===== config.mk =====
export PLATFORM = sky130hd
export DESIGN_NAME = cpu_top
export DESIGN_NICKNAME = d
export VERILOG_FILES = /design/src/source/cpu_pkg.sv /design/src/source/cpu_top.sv /design/src/source/decode_stage.sv /design/src/source/execute_stage.sv /design/src/source/fetch_stage.sv /design/src/source/memory_stage.sv /design/src/source/register_file.sv
export SDC_FILE = /design/constraint.sdc
export NUM_CORES = 2
export LEC_CHECK = 0
export BUFFER_PORTS_ARGS = -buffer_cell sky130_fd_sc_hd__clkbuf_2
export CORE_MARGIN = 4
export CORE_UTILIZATION = 50
export DETAILED_ROUTE_END_ITERATION = 8
export PLACE_DENSITY = 0.63
export SYNTH_ARGS = -nofsm -noshare
export SYNTH_HDL_FRONTEND = slang
export SYNTH_SLANG_ARGS = --single-unit

===== constraint.sdc =====
create_clock -name clk -period 11.3 [get_ports clk]
set_clock_uncertainty 0.15 [all_clocks]
set_input_delay 2.825 -clock clk [delete_from_list [all_inputs] [get_ports clk]]
set_output_delay 2.825 -clock clk [all_outputs]
set_load 0.1 [all_outputs]

===== src/source/cpu_pkg.sv =====
package cpu_pkg;

  //////////////////////////////////////////////////
  // widths
  //////////////////////////////////////////////////

  localparam int data_width = 32;
  localparam int addr_width = 16;
  localparam int num_registers = 32;

  typedef logic [data_width-1:0] data_t;
  typedef logic [31:0] inst_t;
  typedef logic [addr_width-1:0] addr_t;
  typedef logic [$clog2(num_registers)-1:0] reg_idx_t;
  typedef logic [15:0] imm_t;
  typedef logic [4:0] shamt_t;

  //////////////////////////////////////////////////
  // instruction fields
  //////////////////////////////////////////////////

  localparam int opcode_msb = 31;
  localparam int opcode_lsb = 26;
  localparam int rs_msb = 25;
  localparam int rs_lsb = 21;
  localparam int rt_msb = 20;
  localparam int rt_lsb = 16;
  localparam int rd_msb = 15;
  localparam int rd_lsb = 11;
  localparam int shamt_msb = 10;
  localparam int shamt_lsb = 6;
  localparam int imm_msb = 15;
  localparam int imm_lsb = 0;

  // the all-zero word is a nop
  typedef enum logic [5:0] {
    op_nop  = 6'h00,
    op_add  = 6'h01,
    op_sub  = 6'h02,
    op_and  = 6'h03,
    op_or   = 6'h04,
    op_xor  = 6'h05,
    op_slt  = 6'h06,
    op_sll  = 6'h07,
    op_addi = 6'h08,
    op_ori  = 6'h09,
    op_lw   = 6'h0a,
    op_sw   = 6'h0b,
    op_beq  = 6'h0c,
    op_bne  = 6'h0d,
    op_j    = 6'h0e
  } opcode_e;

  typedef enum logic [2:0] {
    alu_add,
    alu_sub,
    alu_and,
    alu_or,
    alu_xor,
    alu_slt,
    alu_sll
  } alu_op_e;

  typedef enum logic [1:0] {
    fwd_reg,
    fwd_mem,
    fwd_wb
  } fwd_sel_e;

endpackage


===== src/source/cpu_top.sv =====
`timescale 1ns/100ps

module cpu_top #(
  parameter int ram_words = 16
) (
  input  logic clk,
  input  logic reset,
  output cpu_pkg::addr_t pc,
  input  cpu_pkg::inst_t instruction,
  output logic retire_valid,
  output cpu_pkg::reg_idx_t retire_reg,
  output cpu_pkg::data_t retire_data
);

  // fetch <-> decode
  cpu_pkg::inst_t id_instruction;
  logic stall;

  // ID/EX
  cpu_pkg::reg_idx_t ex_rs;
  cpu_pkg::reg_idx_t ex_rt;
  cpu_pkg::reg_idx_t ex_dst;
  cpu_pkg::data_t ex_data_a;
  cpu_pkg::data_t ex_data_b;
  cpu_pkg::imm_t ex_imm;
  cpu_pkg::shamt_t ex_shamt;
  cpu_pkg::alu_op_e ex_alu_op;
  logic ex_alu_src;
  logic ex_mem_read;
  logic ex_mem_write;
  logic ex_branch_eq;
  logic ex_branch_ne;
  logic ex_jump;
  logic ex_reg_write;

  // branch resolution
  logic redirect;
  cpu_pkg::addr_t redirect_pc;

  // EX/MEM
  cpu_pkg::data_t mem_alu_result;
  cpu_pkg::data_t mem_store_data;
  cpu_pkg::reg_idx_t mem_dst;
  logic mem_mem_read;
  logic mem_mem_write;
  logic mem_reg_write;

  fetch_stage fetch_stage_i (
    .clk            (clk),
    .reset          (reset),
    .instruction    (instruction),
    .stall          (stall),
    .redirect       (redirect),
    .redirect_pc    (redirect_pc),
    .pc             (pc),
    .id_instruction (id_instruction)
  );

  // the writeback bus is also the retire port
  decode_stage decode_stage_i (
    .clk            (clk),
    .reset          (reset),
    .id_instruction (id_instruction),
    .redirect       (redirect),
    .wb_valid       (retire_valid),
    .wb_reg         (retire_reg),
    .wb_data        (retire_data),
    .stall          (stall),
    .ex_rs          (ex_rs),
    .ex_rt          (ex_rt),
    .ex_dst         (ex_dst),
    .ex_data_a      (ex_data_a),
    .ex_data_b      (ex_data_b),
    .ex_imm         (ex_imm),
    .ex_shamt       (ex_shamt),
    .ex_alu_op      (ex_alu_op),
    .ex_alu_src     (ex_alu_src),
    .ex_mem_read    (ex_mem_read),
    .ex_mem_write   (ex_mem_write),
    .ex_branch_eq   (ex_branch_eq),
    .ex_branch_ne   (ex_branch_ne),
    .ex_jump        (ex_jump),
    .ex_reg_write   (ex_reg_write)
  );

  execute_stage execute_stage_i (
    .clk            (clk),
    .reset          (reset),
    .ex_rs          (ex_rs),
    .ex_rt          (ex_rt),
    .ex_dst         (ex_dst),
    .ex_data_a      (ex_data_a),
    .ex_data_b      (ex_data_b),
    .ex_imm         (ex_imm),
    .ex_shamt       (ex_shamt),
    .ex_alu_op      (ex_alu_op),
    .ex_alu_src     (ex_alu_src),
    .ex_mem_read    (ex_mem_read),
    .ex_mem_write   (ex_mem_write),
    .ex_branch_eq   (ex_branch_eq),
    .ex_branch_ne   (ex_branch_ne),
    .ex_jump        (ex_jump),
    .ex_reg_write   (ex_reg_write),
    .wb_valid       (retire_valid),
    .wb_reg         (retire_reg),
    .wb_data        (retire_data),
    .redirect       (redirect),
    .redirect_pc    (redirect_pc),
    .mem_alu_result (mem_alu_result),
    .mem_store_data (mem_store_data),
    .mem_dst        (mem_dst),
    .mem_mem_read   (mem_mem_read),
    .mem_mem_write  (mem_mem_write),
    .mem_reg_write  (mem_reg_write)
  );

  memory_stage #(
    .ram_words (ram_words)
  ) memory_stage_i (
    .clk            (clk),
    .reset          (reset),
    .mem_alu_result (mem_alu_result),
    .mem_store_data (mem_store_data),
    .mem_dst        (mem_dst),
    .mem_mem_read   (mem_mem_read),
    .mem_mem_write  (mem_mem_write),
    .mem_reg_write  (mem_reg_write),
    .wb_valid       (retire_valid),
    .wb_reg         (retire_reg),
    .wb_data        (retire_data)
  );

endmodule


===== src/source/decode_stage.sv =====
`timescale 1ns/100ps

module decode_stage (
  input  logic clk,
  input  logic reset,
  input  cpu_pkg::inst_t id_instruction,
  input  logic redirect,
  input  logic wb_valid,
  input  cpu_pkg::reg_idx_t wb_reg,
  input  cpu_pkg::data_t wb_data,
  output logic stall,
  output cpu_pkg::reg_idx_t ex_rs,
  output cpu_pkg::reg_idx_t ex_rt,
  output cpu_pkg::reg_idx_t ex_dst,
  output cpu_pkg::data_t ex_data_a,
  output cpu_pkg::data_t ex_data_b,
  output cpu_pkg::imm_t ex_imm,
  output cpu_pkg::shamt_t ex_shamt,
  output cpu_pkg::alu_op_e ex_alu_op,
  output logic ex_alu_src,
  output logic ex_mem_read,
  output logic ex_mem_write,
  output logic ex_branch_eq,
  output logic ex_branch_ne,
  output logic ex_jump,
  output logic ex_reg_write
);

  cpu_pkg::opcode_e opcode;
  cpu_pkg::reg_idx_t rs;
  cpu_pkg::reg_idx_t rt;
  cpu_pkg::reg_idx_t rd;
  cpu_pkg::reg_idx_t dst;
  cpu_pkg::imm_t imm;
  cpu_pkg::shamt_t shamt;
  cpu_pkg::data_t read_data_a;
  cpu_pkg::data_t read_data_b;
  cpu_pkg::alu_op_e alu_op;
  logic alu_src;
  logic mem_read;
  logic mem_write;
  logic branch_eq;
  logic branch_ne;
  logic jump;
  logic reg_write;
  logic dst_rd;
  logic reads_rs;
  logic reads_rt;
  logic hazard;
  logic bubble;

  assign opcode = cpu_pkg::opcode_e'(id_instruction[cpu_pkg::opcode_msb:cpu_pkg::opcode_lsb]);
  assign rs = id_instruction[cpu_pkg::rs_msb:cpu_pkg::rs_lsb];
  assign rt = id_instruction[cpu_pkg::rt_msb:cpu_pkg::rt_lsb];
  assign rd = id_instruction[cpu_pkg::rd_msb:cpu_pkg::rd_lsb];
  assign imm = id_instruction[cpu_pkg::imm_msb:cpu_pkg::imm_lsb];
  assign shamt = id_instruction[cpu_pkg::shamt_msb:cpu_pkg::shamt_lsb];

  register_file register_file_i (
    .clk         (clk),
    .reset       (reset),
    .read_reg_a  (rs),
    .read_reg_b  (rt),
    .read_data_a (read_data_a),
    .read_data_b (read_data_b),
    .write_en    (wb_valid),
    .write_reg   (wb_reg),
    .write_data  (wb_data)
  );

  //////////////////////////////////////////////////
  // control decode
  //////////////////////////////////////////////////

  always_comb begin
    alu_src = 1'b0;
    mem_write = 1'b0;
    branch_eq = 1'b0;
    branch_ne = 1'b0;
    jump = 1'b0;
    reg_write = 1'b0;
    dst_rd = 1'b0;
    reads_rs = 1'b0;
    reads_rt = 1'b0;
    case (opcode)
      cpu_pkg::op_add, cpu_pkg::op_sub, cpu_pkg::op_and, cpu_pkg::op_or,
      cpu_pkg::op_xor, cpu_pkg::op_slt, cpu_pkg::op_sll: begin
        // sll shifts rt only
        reads_rs = (opcode != cpu_pkg::op_sll);
        reads_rt = 1'b1;
        reg_write = 1'b1;
        dst_rd = 1'b1;
      end
      cpu_pkg::op_addi, cpu_pkg::op_ori, cpu_pkg::op_lw: begin
        reads_rs = 1'b1;
        reg_write = 1'b1;
        alu_src = 1'b1;
      end
      cpu_pkg::op_sw: begin
        reads_rs = 1'b1;
        reads_rt = 1'b1;
        alu_src = 1'b1;
        mem_write = 1'b1;
      end
      cpu_pkg::op_beq: begin
        reads_rs = 1'b1;
        reads_rt = 1'b1;
        branch_eq = 1'b1;
      end
      cpu_pkg::op_bne: begin
        reads_rs = 1'b1;
        reads_rt = 1'b1;
        branch_ne = 1'b1;
      end
      cpu_pkg::op_j: begin
        jump = 1'b1;
      end
      default: begin
      end
    endcase
  end

  always_comb begin
    case (opcode)
      cpu_pkg::op_sub: alu_op = cpu_pkg::alu_sub;
      cpu_pkg::op_and: alu_op = cpu_pkg::alu_and;
      cpu_pkg::op_or, cpu_pkg::op_ori: alu_op = cpu_pkg::alu_or;
      cpu_pkg::op_xor: alu_op = cpu_pkg::alu_xor;
      cpu_pkg::op_slt: alu_op = cpu_pkg::alu_slt;
      cpu_pkg::op_sll: alu_op = cpu_pkg::alu_sll;
      default: alu_op = cpu_pkg::alu_add;
    endcase
  end

  assign mem_read = (opcode == cpu_pkg::op_lw);
  assign dst = dst_rd ? rd : rt;

  //////////////////////////////////////////////////
  // load-use hazard
  //////////////////////////////////////////////////

  // ID/EX holds the instruction now in EX
  assign hazard = ex_mem_read && ex_reg_write &&
                  ((reads_rs && ex_dst == rs) || (reads_rt && ex_dst == rt));
  assign stall = hazard && !redirect;
  assign bubble = hazard || redirect;

  //////////////////////////////////////////////////
  // ID/EX register
  //////////////////////////////////////////////////

  always_ff @(posedge clk) begin
    if (reset || bubble) begin
      ex_alu_op <= cpu_pkg::alu_add;
      ex_alu_src <= 1'b0;
      ex_mem_read <= 1'b0;
      ex_mem_write <= 1'b0;
      ex_branch_eq <= 1'b0;
      ex_branch_ne <= 1'b0;
      ex_jump <= 1'b0;
      ex_reg_write <= 1'b0;
    end else begin
      ex_alu_op <= alu_op;
      ex_alu_src <= alu_src;
      ex_mem_read <= mem_read;
      ex_mem_write <= mem_write;
      ex_branch_eq <= branch_eq;
      ex_branch_ne <= branch_ne;
      ex_jump <= jump;
      // r0 is never a destination downstream
      ex_reg_write <= reg_write && (dst != '0);
    end
  end

  always_ff @(posedge clk) begin
    ex_rs <= rs;
    ex_rt <= rt;
    ex_dst <= dst;
    ex_data_a <= read_data_a;
    ex_data_b <= read_data_b;
    ex_imm <= imm;
    ex_shamt <= shamt;
  end

endmodule


===== src/source/execute_stage.sv =====
`timescale 1ns/100ps

module execute_stage (
  input  logic clk,
  input  logic reset,
  input  cpu_pkg::reg_idx_t ex_rs,
  input  cpu_pkg::reg_idx_t ex_rt,
  input  cpu_pkg::reg_idx_t ex_dst,
  input  cpu_pkg::data_t ex_data_a,
  input  cpu_pkg::data_t ex_data_b,
  input  cpu_pkg::imm_t ex_imm,
  input  cpu_pkg::shamt_t ex_shamt,
  input  cpu_pkg::alu_op_e ex_alu_op,
  input  logic ex_alu_src,
  input  logic ex_mem_read,
  input  logic ex_mem_write,
  input  logic ex_branch_eq,
  input  logic ex_branch_ne,
  input  logic ex_jump,
  input  logic ex_reg_write,
  input  logic wb_valid,
  input  cpu_pkg::reg_idx_t wb_reg,
  input  cpu_pkg::data_t wb_data,
  output logic redirect,
  output cpu_pkg::addr_t redirect_pc,
  output cpu_pkg::data_t mem_alu_result,
  output cpu_pkg::data_t mem_store_data,
  output cpu_pkg::reg_idx_t mem_dst,
  output logic mem_mem_read,
  output logic mem_mem_write,
  output logic mem_reg_write
);

  cpu_pkg::data_t operand_a;
  cpu_pkg::data_t operand_b;
  cpu_pkg::data_t alu_b;
  cpu_pkg::data_t alu_result;

  //////////////////////////////////////////////////
  // forwarding
  //////////////////////////////////////////////////

  // EX/MEM first, then MEM/WB. a load in EX/MEM was already stalled for
  function automatic cpu_pkg::data_t forward(cpu_pkg::reg_idx_t src, cpu_pkg::data_t reg_value);
    cpu_pkg::fwd_sel_e sel;
    sel = cpu_pkg::fwd_reg;
    if (mem_reg_write && !mem_mem_read && mem_dst == src) begin
      sel = cpu_pkg::fwd_mem;
    end else if (wb_valid && wb_reg == src) begin
      sel = cpu_pkg::fwd_wb;
    end
    case (sel)
      cpu_pkg::fwd_mem: return mem_alu_result;
      cpu_pkg::fwd_wb: return wb_data;
      default: return reg_value;
    endcase
  endfunction

  always_comb begin
    operand_a = forward(ex_rs, ex_data_a);
    operand_b = forward(ex_rt, ex_data_b);
  end

  //////////////////////////////////////////////////
  // alu
  //////////////////////////////////////////////////

  // immediate is zero-extended
  assign alu_b = ex_alu_src ? cpu_pkg::data_t'(ex_imm) : operand_b;

  always_comb begin
    case (ex_alu_op)
      cpu_pkg::alu_sub: alu_result = operand_a - alu_b;
      cpu_pkg::alu_and: alu_result = operand_a & alu_b;
      cpu_pkg::alu_or: alu_result = operand_a | alu_b;
      cpu_pkg::alu_xor: alu_result = operand_a ^ alu_b;
      cpu_pkg::alu_slt: alu_result = cpu_pkg::data_t'($signed(operand_a) < $signed(alu_b));
      cpu_pkg::alu_sll: alu_result = alu_b << ex_shamt;
      default: alu_result = operand_a + alu_b;
    endcase
  end

  // taken branch or jump
  // target is the raw immediate
  assign redirect = ex_jump ||
                    (ex_branch_eq && operand_a == operand_b) ||
                    (ex_branch_ne && operand_a != operand_b);
  assign redirect_pc = ex_imm;

  //////////////////////////////////////////////////
  // EX/MEM register
  //////////////////////////////////////////////////

  always_ff @(posedge clk) begin
    if (reset) begin
      mem_mem_read <= 1'b0;
      mem_mem_write <= 1'b0;
      mem_reg_write <= 1'b0;
    end else begin
      mem_mem_read <= ex_mem_read;
      mem_mem_write <= ex_mem_write;
      mem_reg_write <= ex_reg_write;
    end
  end

  always_ff @(posedge clk) begin
    mem_alu_result <= alu_result;
    mem_store_data <= operand_b;
    mem_dst <= ex_dst;
  end

endmodule


===== src/source/fetch_stage.sv =====
`timescale 1ns/100ps

module fetch_stage (
  input  logic clk,
  input  logic reset,
  input  cpu_pkg::inst_t instruction,
  input  logic stall,
  input  logic redirect,
  input  cpu_pkg::addr_t redirect_pc,
  output cpu_pkg::addr_t pc,
  output cpu_pkg::inst_t id_instruction
);

  //////////////////////////////////////////////////
  // program counter
  //////////////////////////////////////////////////

  // redirect wins over stall
  always_ff @(posedge clk) begin
    if (reset) begin
      pc <= '0;
    end else if (redirect) begin
      pc <= redirect_pc;
    end else if (!stall) begin
      pc <= pc + cpu_pkg::addr_t'(1);
    end
  end

  //////////////////////////////////////////////////
  // IF/ID register
  //////////////////////////////////////////////////

  // zero word decodes as op_nop
  always_ff @(posedge clk) begin
    if (reset) begin
      id_instruction <= '0;
    end else if (redirect) begin
      id_instruction <= '0;
    end else if (!stall) begin
      id_instruction <= instruction;
    end
  end

endmodule


===== src/source/memory_stage.sv =====
`timescale 1ns/100ps

module memory_stage #(
  parameter int ram_words = 16
) (
  input  logic clk,
  input  logic reset,
  input  cpu_pkg::data_t mem_alu_result,
  input  cpu_pkg::data_t mem_store_data,
  input  cpu_pkg::reg_idx_t mem_dst,
  input  logic mem_mem_read,
  input  logic mem_mem_write,
  input  logic mem_reg_write,
  output logic wb_valid,
  output cpu_pkg::reg_idx_t wb_reg,
  output cpu_pkg::data_t wb_data
);

  localparam int ram_addr_width = $clog2(ram_words);

  cpu_pkg::data_t ram [ram_words];
  logic [ram_addr_width-1:0] ram_addr;
  cpu_pkg::data_t result;

  // address wraps modulo ram_words
  assign ram_addr = mem_alu_result[ram_addr_width-1:0];

  //////////////////////////////////////////////////
  // data ram
  //////////////////////////////////////////////////

  always_ff @(posedge clk) begin
    if (reset) begin
      for (int i = 0; i < ram_words; i++) begin
        ram[i] <= '0;
      end
    end else if (mem_mem_write) begin
      ram[ram_addr] <= mem_store_data;
    end
  end

  assign result = mem_mem_read ? ram[ram_addr] : mem_alu_result;

  //////////////////////////////////////////////////
  // MEM/WB register
  //////////////////////////////////////////////////

  always_ff @(posedge clk) begin
    if (reset) begin
      wb_valid <= 1'b0;
    end else begin
      wb_valid <= mem_reg_write;
    end
  end

  always_ff @(posedge clk) begin
    wb_reg <= mem_dst;
    wb_data <= result;
  end

endmodule


===== src/source/register_file.sv =====
`timescale 1ns/100ps

module register_file (
  input  logic clk,
  input  logic reset,
  input  cpu_pkg::reg_idx_t read_reg_a,
  input  cpu_pkg::reg_idx_t read_reg_b,
  output cpu_pkg::data_t read_data_a,
  output cpu_pkg::data_t read_data_b,
  input  logic write_en,
  input  cpu_pkg::reg_idx_t write_reg,
  input  cpu_pkg::data_t write_data
);

  cpu_pkg::data_t regs [cpu_pkg::num_registers];

  always_ff @(posedge clk) begin
    if (reset) begin
      for (int i = 0; i < cpu_pkg::num_registers; i++) begin
        regs[i] <= '0;
      end
    end else if (write_en && write_reg != '0) begin
      regs[write_reg] <= write_data;
    end
  end

  // r0 is hardwired
  // same-cycle write bypasses the array
  assign read_data_a = (read_reg_a == '0) ? '0 :
                       (write_en && write_reg == read_reg_a) ? write_data : regs[read_reg_a];
  assign read_data_b = (read_reg_b == '0) ? '0 :
                       (write_en && write_reg == read_reg_b) ? write_data : regs[read_reg_b];

endmodule


Word-level counts from Yosys, hierarchy flattened
Memories as Yosys holds them, arrays and structs flattened. A register that Yosys moved wholly into a read port is not among the register bits.
Cells that the tools add are included.
{"block": "op_classes", "muxes": 42, "order_cmp": 1, "n_addsub": 3, "bitwise": 3, "shift": 1, "n_eq_ne": 36, "n_reduce_logical": 36}
{"cell": "$mux W32", "count": 6}
{"cell": "$pmux W32 S6", "count": 1}
{"cell": "$pmux W32 S2", "count": 2}
{"cell": "$reduce_or A32 Y1", "count": 2}
{"cell": "$eq A6 B4 Y1 const B", "count": 7}
{"cell": "$eq A5 B5 Y1", "count": 8}
{"cell": "$add A32 B32 Y32", "count": 1}
{"cell": "$and A32 B32 Y32", "count": 1}
{"cell": "$eq A32 B32 Y1", "count": 1}
{"cell": "$lt A32 B32 Y1", "count": 1}
{"cell": "$mux W16", "count": 2}
{"cell": "$ne A32 B32 Y1", "count": 1}
{"cell": "$or A32 B32 Y32", "count": 1}
{"cell": "$shl A32 B5 Y32", "count": 1}
{"cell": "$sub A32 B32 Y32", "count": 1}
{"cell": "$xor A32 B32 Y32", "count": 1}
{"cell": "$mux W5", "count": 6}
{"cell": "$eq A6 B3 Y1 const B", "count": 4}
{"cell": "$reduce_or A10 Y1", "count": 2}
{"cell": "$mux W1", "count": 18}
{"cell": "$pmux W3 S6", "count": 1}
{"cell": "$add A16 B1 Y16 const B", "count": 1}
{"cell": "$logic_and A1 B1 Y1", "count": 16}
{"cell": "$eq A6 B2 Y1 const B", "count": 2}
{"cell": "19 further kinds", "count": 35}
{"block": "totals", "inputBits": 34, "mem_count": 2, "reg_bits": 268, "mem_bits_rw": 1536, "wordCells": 150, "out_inout_bits": 54}
{"memory": "decode_stage_i.register_file_i.regs", "words": 32, "width": 32, "rd": 2, "rd_ports_with_merged_regs": 2, "wr": 32, "line_no": "register_file.sv:15", "rtl": "cpu_pkg::data_t regs [cpu_pkg::num_registers];"}
{"memory": "memory_stage_i.ram", "words": 16, "width": 32, "rd": 1, "rd_ports_with_merged_regs": 1, "wr": 16, "line_no": "memory_stage.sv:21", "rtl": "cpu_pkg::data_t ram [ram_words];"}

Longest topological paths before layout
{"block": "logic_depth", "ltp_word": 14, "depth_mapped": 26, "depth_no_buf": 20}

Hierarchy
A second synthesis with hierarchy kept.
{"block": "hier_totals", "cells_unflattened": 7406, "hier_area_um2": 95556.6}
{"module": "register_file", "cells_each": 3740, "area_per_inst_um2": 54722.5, "n_inst": 1, "seq_area_each_um2": 30749.5}
{"module": "memory_stage", "cells_each": 1674, "area_per_inst_um2": 24447.2, "n_inst": 1, "seq_area_each_um2": 16135.5}
{"module": "execute_stage", "cells_each": 1595, "area_per_inst_um2": 11681.2, "n_inst": 1, "seq_area_each_um2": 1441.4}
{"module": "decode_stage", "cells_each": 180, "area_per_inst_um2": 2613.8, "n_inst": 1, "seq_area_each_um2": 2102.0}
{"module": "fetch_stage", "cells_each": 217, "area_per_inst_um2": 2092.0, "n_inst": 1, "seq_area_each_um2": 960.9}

Worst setup path before layout
Ideal clock, no wire load.
{"block": "synth_path", "path_type": "input to register", "startpoint": "input reset", "endpoint": "memory decode_stage_i.register_file_i.regs[21][0] (netlist bit) (enable)", "path_stages": 8, "arrival_ns": 6.219, "required_ns": 10.684, "setup_slack_ns": 4.465, "cell_sequence": "clkbuf_1 inv_1 nand2_1 nor2_1 nand2_1 clkbuf_1 clkbuf_1 o21ai_0"}
{"item": "start: declaration", "line_no": "cpu_top.sv:7", "rtl": "input logic reset,"}
{"item": "end: declaration", "line_no": "register_file.sv:15"}

Final worst setup path
{"block": "layout_path", "startpoint": "register execute_stage_i.mem_mem_read", "endpoint": "register execute_stage_i.mem_alu_result[22]"}
{"block": "layout_via", "elab_chain_cells": 9, "word_cells_on_any_way": 20, "classes_between": "2 x add/sub; 4 x eq/ne; 1 x shift; 6 x mux; 3 x bitwise; 4 x reduce/logical"}
{"item": "start: declaration", "line_no": "execute_stage.sv:29", "rtl": "output logic mem_mem_read,"}
{"item": "start signal: assignment", "line_no": "execute_stage.sv:100", "rtl": "mem_mem_read <= ex_mem_read;"}
{"item": "$logic_not A1 Y1 (*)", "line_no": "execute_stage.sv:47", "rtl": "if (mem_reg_write && !mem_mem_read && mem_dst == src) begin"}
{"item": "$logic_and A1 B1 Y1 (*) (2 in a row)", "line_no": "execute_stage.sv:47"}
{"item": "$mux W2 (*)", "line_no": "execute_stage.sv:47"}
{"item": "$eq A2 B2 Y1 / $eq A2 B1 Y1 (equally long branches)", "line_no": "execute_stage.sv:52", "rtl": "case (sel)"}
{"item": "$pmux W32 S2 (*)", "line_no": "execute_stage.sv:52"}
{"item": "net execute_stage_i.operand_b[6]", "line_no": "execute_stage.sv:35", "rtl": "cpu_pkg::data_t operand_b;"}
{"item": "$mux W32 (*)", "line_no": "execute_stage.sv:69", "rtl": "assign alu_b = ex_alu_src ? cpu_pkg::data_t'(ex_imm) : operand_b;"}
{"item": "$add A32 B32 Y32 (tied with other cells)", "line_no": "execute_stage.sv:79", "rtl": "default: alu_result = operand_a + alu_b;"}
{"item": "$pmux W32 S6 (*)", "line_no": "execute_stage.sv:72", "rtl": "case (ex_alu_op)"}
{"item": "net execute_stage_i.alu_result[22]", "line_no": "execute_stage.sv:37", "rtl": "cpu_pkg::data_t alu_result;"}
{"item": "end signal: assignment", "line_no": "execute_stage.sv:107", "rtl": "mem_alu_result <= alu_result;"}
{"item": "end: declaration", "line_no": "execute_stage.sv:26", "rtl": "output cpu_pkg::data_t mem_alu_result,"}
The timed path passes the listed nets; every way through them passes the cells marked *.
A chain may end at the register's enable or synchronous reset.

==> results.py <==
metrics = {
    "outcome": {
        "status": "finished, final reports clean",
    },
    "sta": {
        "fin_crit_sh": 0.594,
        "final_hold_viol_count": 0,
        "clock.fmax_ghz": 0.149,
        "worstMarginPinSlew_ns": 1.37,
        "maxSlewViolCount": 0,
        "setup_viol": 0,
        "rsz0062_at_grt": "no",
        "tns_ns": 0,
        "relSlewSlack": 0.0851,
        "finalCriticalPeriod_ns": 6.72,
        "fin_ws_ns": 4.58,
    },
    "logic_synthesis": {
        "synth.distinct_cells": 91,
        "ys_seq_elements": 1809,
        "ys_async_sr_fraction": 0,
        "ys_seq_area_frac": 0.543,
        "syn_avg_cell_area_um2": 14.0,
        "synthCells": 6791,
        "synth_top_flop_cell": "edfxtp_1",
        "synth_edf_count": 1536,
        "syn_area_um2": 95000,
        "ys.warnings.count": 0,
    },
    "floorplan": {
        "chipHeight_um": 444,
        "rows": 159,
        "boundaryPins": 88,
        "dieArea_um2": 197000,
        "die_x_um": 444,
        "start_util": 0.504,
        "fp.coreArea_um2": 188000,
    },
    "finish": {
        "top_register": "decode_stage_i.register_file_i.regs",
        "largest_reg_flops": 1024,
        "syn_to_final_growth_pct": 10.7,
        "drive_above_1_share": 0.233,
        "final_common_cell": "edfxtp_1",
        "final_cell_mix": "edfxtp_1, and2_1, mux4_2, dfxtp_1, clkbuf_16",
        "layout.nets": 6782,
        "reg_top3": "decode_stage_i.register_file_i.regs (1024), memory_stage_i.ram (512)",
    },
    "detailed_routing": {
        "dr.pass1.iters": 8,
        "wl_met1_um": 116000,
        "route.met3.wl_um": 27500,
        "drc_errors": 0,
        "wl_per_cell_um": 33.2,
        "wl_met2_um": 150000,
        "postRouteAntennaNets": 0,
        "wirelength_um": 309000,
        "routed_via_density": 6.46,
        "topRoutingLayerUsed": "met5",
        "vias": 60200,
        "first_iter_violations": 7691,
    },
    "placed_design": {
        "dp_hpwl_um": 200000,
        "pre_cts_slack_ns": 4.86,
        "place.gp.congestion": 0.985,
        "portBuffers": 87,
    },
    "power": {
        "total_power_mw": 19.6,
        "pwr_density_cell_nw_per_um2": 186,
        "clockPowerShare": 0.338,
        "vdd_drop_max_uv": 189,
        "power_switching_share": 0.336,
        "switchingPower_mw": 6.59,
        "power.leakage_nw": 37.1,
        "pwr-share-comb": 0.243,
        "internal_power_mw": 13.0,
        "pwr-share-seq": 0.419,
    },
    "critical_path": {
        "critPathCaptureType": "register",
        "path_buf_inv": 3,
        "crit_path_start_kind": "register",
        "worstPathArrival_ns": 7.34,
        "critPathSlowestCell": "a211oi_1",
        "cpMostUsedCell": "o21ai_0",
        "cp_top_family": "compound AO/OA/AOI/OAI gates",
        "cp.required_ns": 11.92,
        "timing.reg2reg.setup_slack_ns": 4.58,
        "cp_cell_sequence": "buf_4, nor2b_1, nand2_1, buf_4, or2_2, buf_4, a31oi_1, mux2_2, ha_1, o21ai_0, a31oi_1, o21ai_0, a211oi_1, o21ai_0, o21ai_0, a31oi_1, o41a_1, a2bb2oi_1",
        "crit_path_max_fanout": 70,
        "path_class": "reg -> reg",
        "worstReg2RegEnd": "execute_stage_i.mem_alu_result[22]",
        "max_stage_delay_ns": 0.86,
        "r2r_start": "execute_stage_i.mem_mem_read",
        "r2r_cells": 18,
    },
    "global_routing": {
        "first_global_vias": 60500,
        "grt_pass1_wl_um": 447000,
        "grt_usage": 0.314,
        "grt_max_degree": 107,
        "grt_antenna_before_repair": 19,
        "grt_overflow": 0,
    },
    "clocking": {
        "cts_hold_buf": 0,
        "insertion_delay_ns": 0.86,
        "cts_resized": 0,
        "cts_sinks": 1809,
        "clkTransAtPathRegs_ns": 0.06,
        "numCtsBuffers": 196,
        "tritoncts": "done",
        "clock_path_buffers": 3,
        "ctsRootBufferMaster": "clkbuf_16",
        "htree_levels": 4,
        "post-cts-setup-buffers": 0,
    },
    "run": {
        "drv_cap": 0,
    },
    "min_path": {
        "holdPathStages": 0,
        "hp-class": "reg -> reg",
        "min_from": "fetch_stage_i.id_instruction[0]",
        "holdPathEnd": "decode_stage_i.ex_imm[0]",
    },
}
==> metal layers <==
| layer | up-vias | track usage |
|---|---|---|
| met1 | 31000 | 0.413 |
| met2 | 3143 | 0.518 |
| met4 | 14 | 0.128 |
| met5 | - | 0 |
| li1 | 25400 | - |
| met3 | 656 | 0.0590 |
==> synth_stat cells (25+ instances only) <==
library cell | number | area, um^2
ha_1 | 97 | 1210
nor3_1 | 135 | 676
mux4_2 | 806 | 18200
clkbuf_1 | 548 | 2060
a21oi_1 | 105 | 526
xnor2_1 | 82 | 718
a221oi_1 | 46 | 403
xor2_1 | 26 | 228
and2_1 | 1515 | 9480
nor2_1 | 236 | 886
nand2_1 | 174 | 653
o22ai_1 | 25 | 156
a221o_1 | 33 | 330
o21ai_0 | 165 | 826
a31oi_1 | 56 | 350
mux2_2 | 52 | 586
inv_1 | 119 | 447
dfxtp_1 | 273 | 5470
edfxtp_1 | 1536 | 46100
mux2i_1 | 159 | 1590
o221ai_1 | 36 | 315
a211oi_1 | 87 | 653
o21a_1 | 30 | 225
buf_1 | 80 | 300
nand3_1 | 61 | 305
==> worst max-delay path by stage <==
stage / cells after the start / to / startpoint
2_1_floorplan: 8 / decode_stage_i.register_file_i.regs[21][0] / reset
3_3_place_gp: 21 / execute_stage_i.mem_alu_result[0] / execute_stage_i.mem_mem_read
3_5_place_dp: 18 / execute_stage_i.mem_alu_result[0] / memory_stage_i.wb_reg[3]
4_1_cts: 18 / execute_stage_i.mem_alu_result[28] / memory_stage_i.wb_reg[3]
5_1_grt: 18 / execute_stage_i.mem_alu_result[0] / memory_stage_i.wb_reg[3]
6_report: 18 / execute_stage_i.mem_alu_result[22] / execute_stage_i.mem_mem_read
==> power groups by stage <==
stage                     Combinational, mW  Clock [mW]  Sequential, mW
after CTS                              4.70        6.67            8.19
after detailed placement               4.69           0            8.32
final                                  4.76        6.62            8.20
after global routing                   4.95        6.98            8.23
after floorplan                        2.62           0            8.43
after global placement                 4.68           0            8.31
==> kinds of logic after synthesis <==
logic type                 Yosys count  share of synthesized area
and+or+nand+nor                   2250                      0.136
DFF                               1809                      0.543
muxes                             1017                      0.214
buffers and inverters              778                     0.0313
AOI/OAI and AO/OA                  728                     0.0525
xor gates and xnor gates           109                     0.0101
adders and majority gates           99                     0.0132
other                                1                  0.0000395
==> cell type report <==
| class | instances | area [um^2] |
|---|---|---|
| inverters | 122 | 460 |
| flip-flops and latches | 1809 | 51600 |
| fillers | 15000 | 83200 |
| diodes | 6 | 15.0 |
| repair buffers | 285 | 2020 |
| clock buffers | 243 | 5180 |
| clock inverters | 125 | 1380 |
| multi-input cells | 4235 | 41400 |
| well taps | 2495 | 3120 |
==> metrics by stage <==
stage	utilization	cells	instance area [um^2]	hold slack, ns
floorplan	-	6822	95100	0.181
global placement	0.524	8945	98600	0.185
detailed placement	0.524	8946	98700	0.187
CTS	0.558	9314	105000	0.200
global route	0.559	9316	105000	0.207
finish	0.559	9320	105000	0.200
Note: power is estimated with default switching activity, not from simulation.
